===== config.mk =====
export PLATFORM = sky130hd
export DESIGN_NAME = rvCoreSlice
export DESIGN_NICKNAME = d
export VERILOG_FILES = /design/src/rvIsaPkg.sv /design/src/pipeCtrlPkg.sv /design/src/regPortIf.sv /design/src/executeStage.sv /design/src/instrDecoder.sv /design/src/pipeReg.sv /design/src/regFile.sv /design/src/rvCoreSlice.sv
export SDC_FILE = /design/constraint.sdc
export NUM_CORES = 2
export LEC_CHECK = 0
export BUFFER_PORTS_ARGS = -buffer_cell sky130_fd_sc_hd__clkbuf_2
export CAP_MARGIN = 20
export CORE_ASPECT_RATIO = 0.8
export CORE_MARGIN = 3
export CORE_UTILIZATION = 64
export DETAILED_ROUTE_END_ITERATION = 12
export PLACE_DENSITY_LB_ADDON = 0.08
export SYNTH_ARGS = -nofsm -noshare
export SYNTH_HDL_FRONTEND = slang
export SYNTH_SLANG_ARGS = --single-unit
export TNS_END_PERCENT = 10

===== constraint.sdc =====
create_clock -name clk -period 41 [get_ports clk]
set_input_delay 2.05 -clock clk [delete_from_list [all_inputs] [get_ports clk]]
set_output_delay 2.05 -clock clk [all_outputs]
set_load 0.02 [all_outputs]

===== src/rvIsaPkg.sv =====
package rvIsaPkg;

    // Major opcodes of the supported RV32I subset.
    localparam logic [6:0] opRegReg = 7'b0110011;
    localparam logic [6:0] opRegImm = 7'b0010011;
    localparam logic [6:0] opStore  = 7'b0100011;
    localparam logic [6:0] opBranch = 7'b1100011;
    localparam logic [6:0] opJal    = 7'b1101111;

    // Funct3 codes for the ALU group, shared by register and immediate forms.
    localparam logic [2:0] f3AddSub = 3'b000;
    localparam logic [2:0] f3Slt    = 3'b010;
    localparam logic [2:0] f3Or     = 3'b110;
    localparam logic [2:0] f3And    = 3'b111;

    // Funct3 codes that pick sw among the stores and beq among the branches.
    localparam logic [2:0] f3Sw     = 3'b010;
    localparam logic [2:0] f3Beq    = 3'b000;

    // Funct7 of the plain register operations, and the alternate form that turns add into sub.
    localparam logic [6:0] funct7Base = 7'b0000000;
    localparam logic [6:0] funct7Alt  = 7'b0100000;

    // ALU operation codes. The encoding follows the classic single-cycle
    // ALUControl table, so a zero code is an add.
    typedef enum logic [2:0] {
        aluAdd = 3'b000,
        aluSub = 3'b001,
        aluAnd = 3'b010,
        aluOr  = 3'b011,
        aluSlt = 3'b101
    } aluOpT;

    // Immediate formats that the extender knows how to assemble.
    typedef enum logic [1:0] {
        immI = 2'b00,
        immS = 2'b01,
        immB = 2'b10,
        immJ = 2'b11
    } immKindT;

    // Writeback source select. The memory code is kept for width only.
    typedef enum logic [1:0] {
        resAlu     = 2'b00,
        resMem     = 2'b01,
        resPcPlus4 = 2'b10
    } resultSrcT;

endpackage


===== src/pipeCtrlPkg.sv =====
package pipeCtrlPkg;

    // Width of every data word, address and register in the slice.
    localparam int XLEN = 32;

    // Payload handed from decode to execute.
    // An all-zero value is a bubble, since valid is then low and every
    // control bit is inactive.
    typedef struct packed {
        logic                valid;
        // Source operands as read in decode, before any forwarding.
        logic [XLEN-1:0]     rd1;
        logic [XLEN-1:0]     rd2;
        // Instruction address and its fall-through successor.
        logic [XLEN-1:0]     pc;
        logic [XLEN-1:0]     pcPlus4;
        logic [XLEN-1:0]     immExt;
        // Register numbers, used by execute to match forwarding sources.
        logic [4:0]          rs1;
        logic [4:0]          rs2;
        logic [4:0]          rd;
        // Control word, field for field as in the classic pipeline.
        logic                regWrite;
        rvIsaPkg::resultSrcT resultSrc;
        logic                memWrite;
        logic                jump;
        logic                branch;
        rvIsaPkg::aluOpT     aluControl;
        logic                aluSrc;
    } decodeExT;

    // Payload handed from execute to the writeback register.
    // Its output both retires the instruction and feeds forwarding.
    typedef struct packed {
        logic            valid;
        logic            regWrite;
        logic [4:0]      rd;
        logic [XLEN-1:0] result;
        // Store request, taken as-is to the top level ports.
        logic            memWrite;
        logic [XLEN-1:0] storeAddr;
        logic [XLEN-1:0] storeData;
    } execWbT;

endpackage


===== src/regPortIf.sv =====
`timescale 1ns/1ps

interface regPortIf;
    import pipeCtrlPkg::*;

    // Two asynchronous read ports.
    logic [4:0]      rs1;
    logic [4:0]      rs2;
    logic [XLEN-1:0] rd1;
    logic [XLEN-1:0] rd2;

    // One write port, committed at the clock edge.
    logic            we;
    logic [4:0]      wAddr;
    logic [XLEN-1:0] wData;

    // Decode side picks the addresses and gets the operands back.
    modport reader (output rs1, rs2, input rd1, rd2);

    // Writeback side commits one result per cycle.
    modport writer (output we, wAddr, wData);

    // The register array itself.
    modport storage (input rs1, rs2, we, wAddr, wData, output rd1, rd2);

endinterface


===== src/executeStage.sv =====
`timescale 1ns/1ps

module executeStage (
    input  pipeCtrlPkg::decodeExT        ex,
    input  pipeCtrlPkg::execWbT          wbFwd,
    output logic                         redirectValid,
    output logic [pipeCtrlPkg::XLEN-1:0] redirectPc,
    output logic                         flush,
    output pipeCtrlPkg::execWbT          toWb
);
    import rvIsaPkg::*;
    import pipeCtrlPkg::*;

    logic            fwdA;
    logic            fwdB;
    logic [XLEN-1:0] srcA;
    logic [XLEN-1:0] rd2Fwd;
    logic [XLEN-1:0] srcB;
    logic [XLEN-1:0] aluOut;
    logic            operandsEqual;

    // The instruction one ahead sits in the writeback register and has not
    // reached the register file yet, so its result is taken from there.
    // Decode already dropped regWrite for x0.
    assign fwdA = wbFwd.valid && wbFwd.regWrite && (wbFwd.rd == ex.rs1);
    assign fwdB = wbFwd.valid && wbFwd.regWrite && (wbFwd.rd == ex.rs2);

    assign srcA   = fwdA ? wbFwd.result : ex.rd1;
    assign rd2Fwd = fwdB ? wbFwd.result : ex.rd2;
    assign srcB   = ex.aluSrc ? ex.immExt : rd2Fwd;

    always_comb begin : alu
        case (ex.aluControl)
            aluAdd:  aluOut = srcA + srcB;
            aluSub:  aluOut = srcA - srcB;
            aluAnd:  aluOut = srcA & srcB;
            aluOr:   aluOut = srcA | srcB;
            aluSlt:  aluOut = {{(XLEN-1){1'b0}}, $signed(srcA) < $signed(srcB)};
            default: aluOut = '0;
        endcase
    end

    // beq compares the forwarded register values directly.
    assign operandsEqual = (srcA == rd2Fwd);

    // Both taken beq and jal go to pc plus the immediate.
    // A bubble has jump and branch low, so it never redirects.
    assign redirectValid = ex.jump || (ex.branch && operandsEqual);
    assign redirectPc    = ex.pc + ex.immExt;

    // The word now in decode is on the wrong path whenever execute redirects.
    assign flush = redirectValid;

    always_comb begin : buildPayload
        toWb          = '0;
        toWb.valid    = ex.valid;
        toWb.regWrite = ex.regWrite;
        toWb.rd       = ex.rd;
        // jal links pc plus 4, everything else retires the ALU output.
        toWb.result   = (ex.resultSrc == resPcPlus4) ? ex.pcPlus4 : aluOut;
        // For sw the ALU has formed rs1 plus the S immediate.
        toWb.memWrite  = ex.memWrite;
        toWb.storeAddr = aluOut;
        toWb.storeData = rd2Fwd;
    end

    // A redirect out of a bubble would mean a control bit leaked through
    // decode or the stage register.
    always_comb begin
        assert final (!redirectValid || ex.valid)
            else $error("executeStage: redirect raised without a valid instruction");
    end

endmodule


===== src/instrDecoder.sv =====
`timescale 1ns/1ps

module instrDecoder (
    input  logic                         instrValid,
    input  logic [pipeCtrlPkg::XLEN-1:0] instr,
    input  logic [pipeCtrlPkg::XLEN-1:0] pc,
    regPortIf.reader                     regs,
    output pipeCtrlPkg::decodeExT        decoded
);
    import rvIsaPkg::*;
    import pipeCtrlPkg::*;

    logic [6:0]      opcode;
    logic [2:0]      funct3;
    logic [6:0]      funct7;
    logic [4:0]      rs1Field;
    logic [4:0]      rs2Field;
    logic [4:0]      rdField;

    // Main control outputs.
    logic            supported;
    logic            usesRs1;
    logic            usesRs2;
    logic            regWrite;
    logic            memWrite;
    logic            jump;
    logic            branch;
    logic            aluSrc;
    resultSrcT       resultSrc;
    aluOpT           aluControl;
    immKindT         immSrc;
    logic [XLEN-1:0] immExt;

    // Fixed RV32I field positions.
    assign opcode   = instr[6:0];
    assign funct3   = instr[14:12];
    assign funct7   = instr[31:25];
    assign rs1Field = instr[19:15];
    assign rs2Field = instr[24:20];
    assign rdField  = instr[11:7];

    always_comb begin : mainDecode
        supported  = 1'b0;
        usesRs1    = 1'b0;
        usesRs2    = 1'b0;
        regWrite   = 1'b0;
        memWrite   = 1'b0;
        jump       = 1'b0;
        branch     = 1'b0;
        aluSrc     = 1'b0;
        resultSrc  = resAlu;
        aluControl = aluAdd;
        immSrc     = immI;
        case (opcode)
            opRegReg: begin
                supported = 1'b1;
                usesRs1   = 1'b1;
                usesRs2   = 1'b1;
                regWrite  = 1'b1;
                case (funct3)
                    f3AddSub: aluControl = (funct7 == funct7Alt) ? aluSub : aluAdd;
                    f3Slt:    aluControl = aluSlt;
                    f3Or:     aluControl = aluOr;
                    f3And:    aluControl = aluAnd;
                    default:  supported = 1'b0;
                endcase
                // Only sub may carry the alternate funct7.
                if ((funct7 != funct7Base) && !((funct3 == f3AddSub) && (funct7 == funct7Alt))) begin
                    supported = 1'b0;
                end
            end
            opRegImm: begin
                supported = 1'b1;
                usesRs1   = 1'b1;
                regWrite  = 1'b1;
                aluSrc    = 1'b1;
                case (funct3)
                    f3AddSub: aluControl = aluAdd;
                    f3Slt:    aluControl = aluSlt;
                    f3Or:     aluControl = aluOr;
                    f3And:    aluControl = aluAnd;
                    default:  supported = 1'b0;
                endcase
            end
            opStore: begin
                // The address is formed by the ALU adder.
                supported = (funct3 == f3Sw);
                usesRs1   = 1'b1;
                usesRs2   = 1'b1;
                memWrite  = 1'b1;
                aluSrc    = 1'b1;
                immSrc    = immS;
            end
            opBranch: begin
                supported  = (funct3 == f3Beq);
                usesRs1    = 1'b1;
                usesRs2    = 1'b1;
                branch     = 1'b1;
                aluControl = aluSub;
                immSrc     = immB;
            end
            opJal: begin
                supported = 1'b1;
                regWrite  = 1'b1;
                jump      = 1'b1;
                resultSrc = resPcPlus4;
                immSrc    = immJ;
            end
            default: supported = 1'b0;
        endcase
    end

    // Sign extension, with the scattered bits of S, B and J put back in order.
    always_comb begin : immExtend
        case (immSrc)
            immI:    immExt = {{20{instr[31]}}, instr[31:20]};
            immS:    immExt = {{20{instr[31]}}, instr[31:25], instr[11:7]};
            immB:    immExt = {{20{instr[31]}}, instr[7], instr[30:25], instr[11:8], 1'b0};
            default: immExt = {{12{instr[31]}}, instr[19:12], instr[20], instr[30:21], 1'b0};
        endcase
    end

    // Unused source fields address x0, which never matches a forwarding source.
    assign regs.rs1 = usesRs1 ? rs1Field : 5'd0;
    assign regs.rs2 = usesRs2 ? rs2Field : 5'd0;

    always_comb begin : buildPayload
        decoded = '0;
        if (instrValid && supported) begin
            decoded.valid      = 1'b1;
            decoded.rd1        = regs.rd1;
            decoded.rd2        = regs.rd2;
            decoded.pc         = pc;
            decoded.pcPlus4    = pc + XLEN'(4);
            decoded.immExt     = immExt;
            decoded.rs1        = regs.rs1;
            decoded.rs2        = regs.rs2;
            decoded.rd         = rdField;
            // A write to x0 is dropped here once for the whole pipeline.
            decoded.regWrite   = regWrite && (rdField != 5'd0);
            decoded.resultSrc  = resultSrc;
            decoded.memWrite   = memWrite;
            decoded.jump       = jump;
            decoded.branch     = branch;
            decoded.aluControl = aluControl;
            decoded.aluSrc     = aluSrc;
        end
    end

    // No loads exist, so the memory result code must never leave decode.
    always_comb begin
        assert final (decoded.resultSrc != resMem)
            else $error("instrDecoder: memory result source decoded");
    end

endmodule


===== src/pipeReg.sv =====
`timescale 1ns/1ps

module pipeReg #(
    parameter type payloadT = logic
) (
    input  logic    clk,
    input  logic    rst,
    input  logic    flush,
    input  payloadT d,
    output payloadT q
);

    // Both reset and flush load the all-zero payload.
    // With valid low and every control bit inactive, that is a bubble.
    always_ff @(posedge clk or posedge rst) begin
        if (rst) begin
            q <= '0;
        end else if (flush) begin
            // The instruction in decode was fetched down the wrong path.
            q <= '0;
        end else begin
            q <= d;
        end
    end

    // A flush must leave a bubble in the stage for the following cycle,
    // so nothing from the squashed path reaches execute.
    assert property (@(posedge clk) disable iff (rst) flush |=> (q == payloadT'('0)))
        else $error("pipeReg: stage not empty after flush");

endmodule


===== src/regFile.sv =====
`timescale 1ns/1ps

module regFile (
    input  logic      clk,
    input  logic      rst,
    regPortIf.storage regs
);
    import pipeCtrlPkg::*;

    // Only x1 to x31 have storage. x0 reads as zero by construction.
    logic [XLEN-1:0] mem [1:31];

    // A read of the register being written this cycle sees the new value.
    // This lets decode pick up a result two instructions back without
    // a separate forwarding path.
    function automatic logic [XLEN-1:0] readReg(input logic [4:0] addr);
        logic [XLEN-1:0] value;
        if (addr == 5'd0) begin
            value = '0;
        end else if (regs.we && (regs.wAddr == addr)) begin
            value = regs.wData;
        end else begin
            value = mem[addr];
        end
        return value;
    endfunction

    always_comb begin : readPorts
        regs.rd1 = readReg(regs.rs1);
        regs.rd2 = readReg(regs.rs2);
    end

    // The architectural state starts cleared.
    always_ff @(posedge clk or posedge rst) begin
        if (rst) begin
            for (int i = 1; i < 32; i++) begin
                mem[i] <= '0;
            end
        end else if (regs.we && (regs.wAddr != 5'd0)) begin
            mem[regs.wAddr] <= regs.wData;
        end
    end

    // Decode drops regWrite for rd x0, so no write to x0 may ever
    // reach this port from the writeback register.
    assert property (@(posedge clk) disable iff (rst) regs.we |-> (regs.wAddr != 5'd0))
        else $error("regFile: write to x0 reached the register file");

endmodule


===== src/rvCoreSlice.sv =====
`timescale 1ns/1ps

module rvCoreSlice (
    input  logic                         clk,
    input  logic                         rst,
    input  logic                         instrValid,
    input  logic [pipeCtrlPkg::XLEN-1:0] instr,
    input  logic [pipeCtrlPkg::XLEN-1:0] pc,
    output logic                         redirectValid,
    output logic [pipeCtrlPkg::XLEN-1:0] redirectPc,
    output logic                         wbValid,
    output logic [4:0]                   wbRd,
    output logic [pipeCtrlPkg::XLEN-1:0] wbData,
    output logic                         storeValid,
    output logic [pipeCtrlPkg::XLEN-1:0] storeAddr,
    output logic [pipeCtrlPkg::XLEN-1:0] storeData
);
    import pipeCtrlPkg::*;

    decodeExT idExD;
    decodeExT idExQ;
    execWbT   exWbD;
    execWbT   exWbQ;
    logic     idExFlush;

    regPortIf regBus ();

    regFile u_regFile (
        .clk  (clk),
        .rst  (rst),
        .regs (regBus.storage)
    );

    instrDecoder u_instrDecoder (
        .instrValid (instrValid),
        .instr      (instr),
        .pc         (pc),
        .regs       (regBus.reader),
        .decoded    (idExD)
    );

    pipeReg #(.payloadT(decodeExT)) idExReg (
        .clk   (clk),
        .rst   (rst),
        .flush (idExFlush),
        .d     (idExD),
        .q     (idExQ)
    );

    executeStage u_executeStage (
        .ex            (idExQ),
        .wbFwd         (exWbQ),
        .redirectValid (redirectValid),
        .redirectPc    (redirectPc),
        .flush         (idExFlush),
        .toWb          (exWbD)
    );

    // Nothing behind writeback can be on a wrong path, so this stage never flushes.
    pipeReg #(.payloadT(execWbT)) exWbReg (
        .clk   (clk),
        .rst   (rst),
        .flush (1'b0),
        .d     (exWbD),
        .q     (exWbQ)
    );

    // Writeback drives the register file write port from the stage output.
    assign regBus.we    = wbValid;
    assign regBus.wAddr = exWbQ.rd;
    assign regBus.wData = exWbQ.result;

    // Retirement events, all taken from the writeback register output.
    assign wbValid    = exWbQ.valid && exWbQ.regWrite;
    assign wbRd       = exWbQ.rd;
    assign wbData     = exWbQ.result;
    assign storeValid = exWbQ.valid && exWbQ.memWrite;
    assign storeAddr  = exWbQ.storeAddr;
    assign storeData  = exWbQ.storeData;

endmodule


==> impl_results.md <==
- Final standard cell utilization of the core: 69.9%
- Switching power as a share of total power: 23.0%
- Final number of max-transition violations: 0
- Share of synthesized area occupied by flip-flops and latches: 43.2%
- Slew at the pin with the worst max-slew slack: 1230 ps
- Fraction of power consumed by the clock network: 48.0%
- Post-Route Skew: 33.9 ps
- Dominant synthesized flop cell: dfrtp_1
- Final setup violation count: 0
- Count of boundary I/O pins: 203
- Met2 Wirelength: 113 mm
- FILL cells: 8693
- Iteration-0 DRC Markers: 9473
- Part of the power in combinational logic: 4.1%
- Highest routed metal layer: met5
- Kind of critical path: reg2out
- Maximum vdd drop: 0.0000359 V
- Final weighted congestion in routability-driven placement: 1.02
- Number of antenna violations at the first check in global routing: 13
- Arrival time at the worst endpoint: 5220 ps
- Die W: 385 µm
- Clock latency reported for the late side of the worst-skew pair: 790 ps
- Average wire per cell in the routed design: 31.2 µm
- Synth Register Bits: 1267
- Vertical extent of the die: 309 µm
- Cell Chain, Critical Path: xnor2_1 > and4_1 > nand2_1 > buf_4 > mux2_2 > xnor2_1 > nor4_1 > and4_1 > nand2_1 > nand2_1 > clkbuf_2
- Antenna violation net count after detailed routing: 0
- Leakage Power: 36.5 nW
- Number of hold violations in the final report: 0
- Post-route fraction of the period consumed by the critical path: 17.7%
- Mean number of vias per cell: 7.20
- Async set-reset flop share out of synthesis: 100%
- CP required: 38950 ps
- Pre-CTS setup slack: 33820 ps
- Synth Area per Inst: 9.99 µm²
- Total congestion overflow after global routing: 0
- Detailed placement HPWL: 167 mm
- Number of post-CTS setup repair buffers: 0
- Post-synth EDFFs: 0
- Maximum level of the CTS H-tree: 4
- Final worst setup slack: 33730 ps
- Critical Path Source Type: register
- Sw power: 599 µW
- Fraction of layout cells with a size suffix above 1: 25.0%
- Time the final worst path needs with I/O delays and setup: 7270 ps
- Total power draw: 2.61 mW
- Relative area change from synthesis to final layout: 7.72%
- Slowest stage cell, crit path: nor4_1
- Site Rows: 110
- Starting Density: 64.9%
- Overall routing resource usage: 44.9%
- Outcome: finished clean
- DR vias: 62600
- Largest net degree at the start of global routing: 183
- Worst max-slew margin expressed relative to the limit: 18.2%
- Post-route design area: 79000 µm²
- FF-to-FF path depth: 17
- Number of cells on the worst hold path: 0
- Number of iterations in the first detailed-routing pass: 9
- Setup total negative slack: 0 ps
- Post-detailed-placement cell area: 74500 µm²
- Unique masters post-synth: 90
- Syn. warnings: 0
- Leading cell type in the layout, fill and taps excluded: dfrtp_1
- Count of port buffers added during placement: 202
- Num CTS Buffers: 131
- Count of mapped cells out of synthesis: 7347
- Internal power: 2.01 mW
- Cell mode on critical path: nand2_1
- Filler-free cell count of the finished design: 8694
- Type of the tightest min-delay check: reg2reg
- Total die area: 119000 µm²
- Maximum clock path buffer count: 3
- Routed length on met1: 105 mm
- Max incr delay on CP: 760 ps
- WHS: 346 ps
- Placeable core region: 113000 µm²
- Highest net fanout along the worst path: 21
- Nets: 7286
- Clock root buffer master: clkbuf_16
- Number of max-cap violations: 0
- Netlist area before placement: 73400 µm²
- Wire length after detailed routing: 271 mm
- Total power density per cell area: 33.0 nW/µm²
- DRC viols: 0
- Unrepaired setup endpoints after global routing: no
- Cell count after placement: 8456
- Share of power burned in registers: 48.0%
- Post-Synthesis Net Count: 7551
- Clk slew on worst S/H paths: 70 ps
- Via count of the first global-routing pass: 60000
- Post-CTS resize count: 0
- # clock sinks: 1267
- TritonCTS clock tree: done
- Wire length of the first global-routing pass: 395 mm
- Fmax achieved: 138 MHz
- Routed met3 length: 35.9 mm
- Leading cell types in the layout, fill and taps excluded: dfrtp_1 (1266), mux2_2 (1102), nand2_1 (1000)
- CP Capture Type: output pin
- Count of hold-fix buffers inserted at cts: 0
-- flip-flops by register name (all words and copies together) (netlist names) --
signal         cells
u_regFile.mem    992
idExReg.q        171
exWbReg.q        104
-- worst paths after layout --
check | from | end | slack [ps]
setup / recovery | exWbReg.q[101] | redirectValid | 33730
hold / removal | idExReg.q[6] | exWbReg.q[64] | 350
setup reg to reg | exWbReg.q[101] | exWbReg.q[90] | 34240
hold reg to reg | idExReg.q[6] | exWbReg.q[64] | 350
max in group asynchronous | rst | u_regFile.mem[577] | 36550
min in group asynchronous | rst | idExReg.q[112] | 1410
-- cell type report --
class | instances | area [µm²] | area share [%]
Antenna cell | 4 | 10.0 | 0.0127
Clock inverter | 31 | 460 | 0.583
Tap cell | 1512 | 1890 | 2.39
Multi-Input combinational cell | 5172 | 38100 | 48.2
Sequential cell | 1267 | 31700 | 40.1
Inverter | 152 | 578 | 0.731
Timing Repair Buffer | 358 | 2330 | 2.95
Clock buffer | 198 | 3960 | 5.01
-- power by group through the flow --
stage	clock, mW	sequential [mW]	combinational (mW)
global route	1.31	1.25	0.111
CTS	1.26	1.25	0.102
floorplan	0	1.28	0.0617
global placement	0	1.27	0.101
finish	1.25	1.25	0.106
detailed placement	0	1.27	0.102
-- kinds of logic after synthesis --
| kind of cell | after synthesis | synth area share [%] |
|---|---|---|
| fa+ha+maj | 137 | 2.37 |
| xor+xnor | 113 | 1.36 |
| simple gates | 2080 | 12.5 |
| buf+inv | 908 | 5.35 |
| compound gates | 1424 | 13.5 |
| mux | 1418 | 21.8 |
| flops | 1267 | 43.2 |
-- layer usage --
layer / global-route usage (%) / vias to the layer above
met1: 61.5 / 30900
met5: 0.315 / -
li1: - / 25800
met3: 13.3 / 1040
met4: 26.0 / 12
met2: 63.7 / 4817
-- synth_stat cells, types with 66 or more instances --
master / count / area share (%)
inv_1: 148 / 0.76
o221ai_1: 84 / 1.0
a311oi_1: 74 / 0.88
a21oi_1: 327 / 2.2
nor2_1: 383 / 2.0
nand3_1: 252 / 1.7
a221oi_1: 67 / 0.80
a22oi_1: 66 / 0.68
mux2i_1: 283 / 3.9
clkbuf_1: 547 / 2.8
nand2_1: 1025 / 5.2
o21ai_0: 252 / 1.7
ha_1: 134 / 2.3
buf_4: 113 / 1.2
dfrtp_1: 1267 / 43
xnor2_1: 98 / 1.2
mux2_2: 1102 / 17
nor3_1: 106 / 0.72
and2_1: 99 / 0.84
a211oi_1: 136 / 1.4
-- critical path, delay by kind of cell, from the launching register on --
family                    cells  cell delay (ps)
buffers and inverters         2              630
muxes                         1              430
DFF                           1              700
and+or+nand+nor               6             2230
xor gates and xnor gates      2              420
No activity file was read; power rests on OpenSTA's default activity.
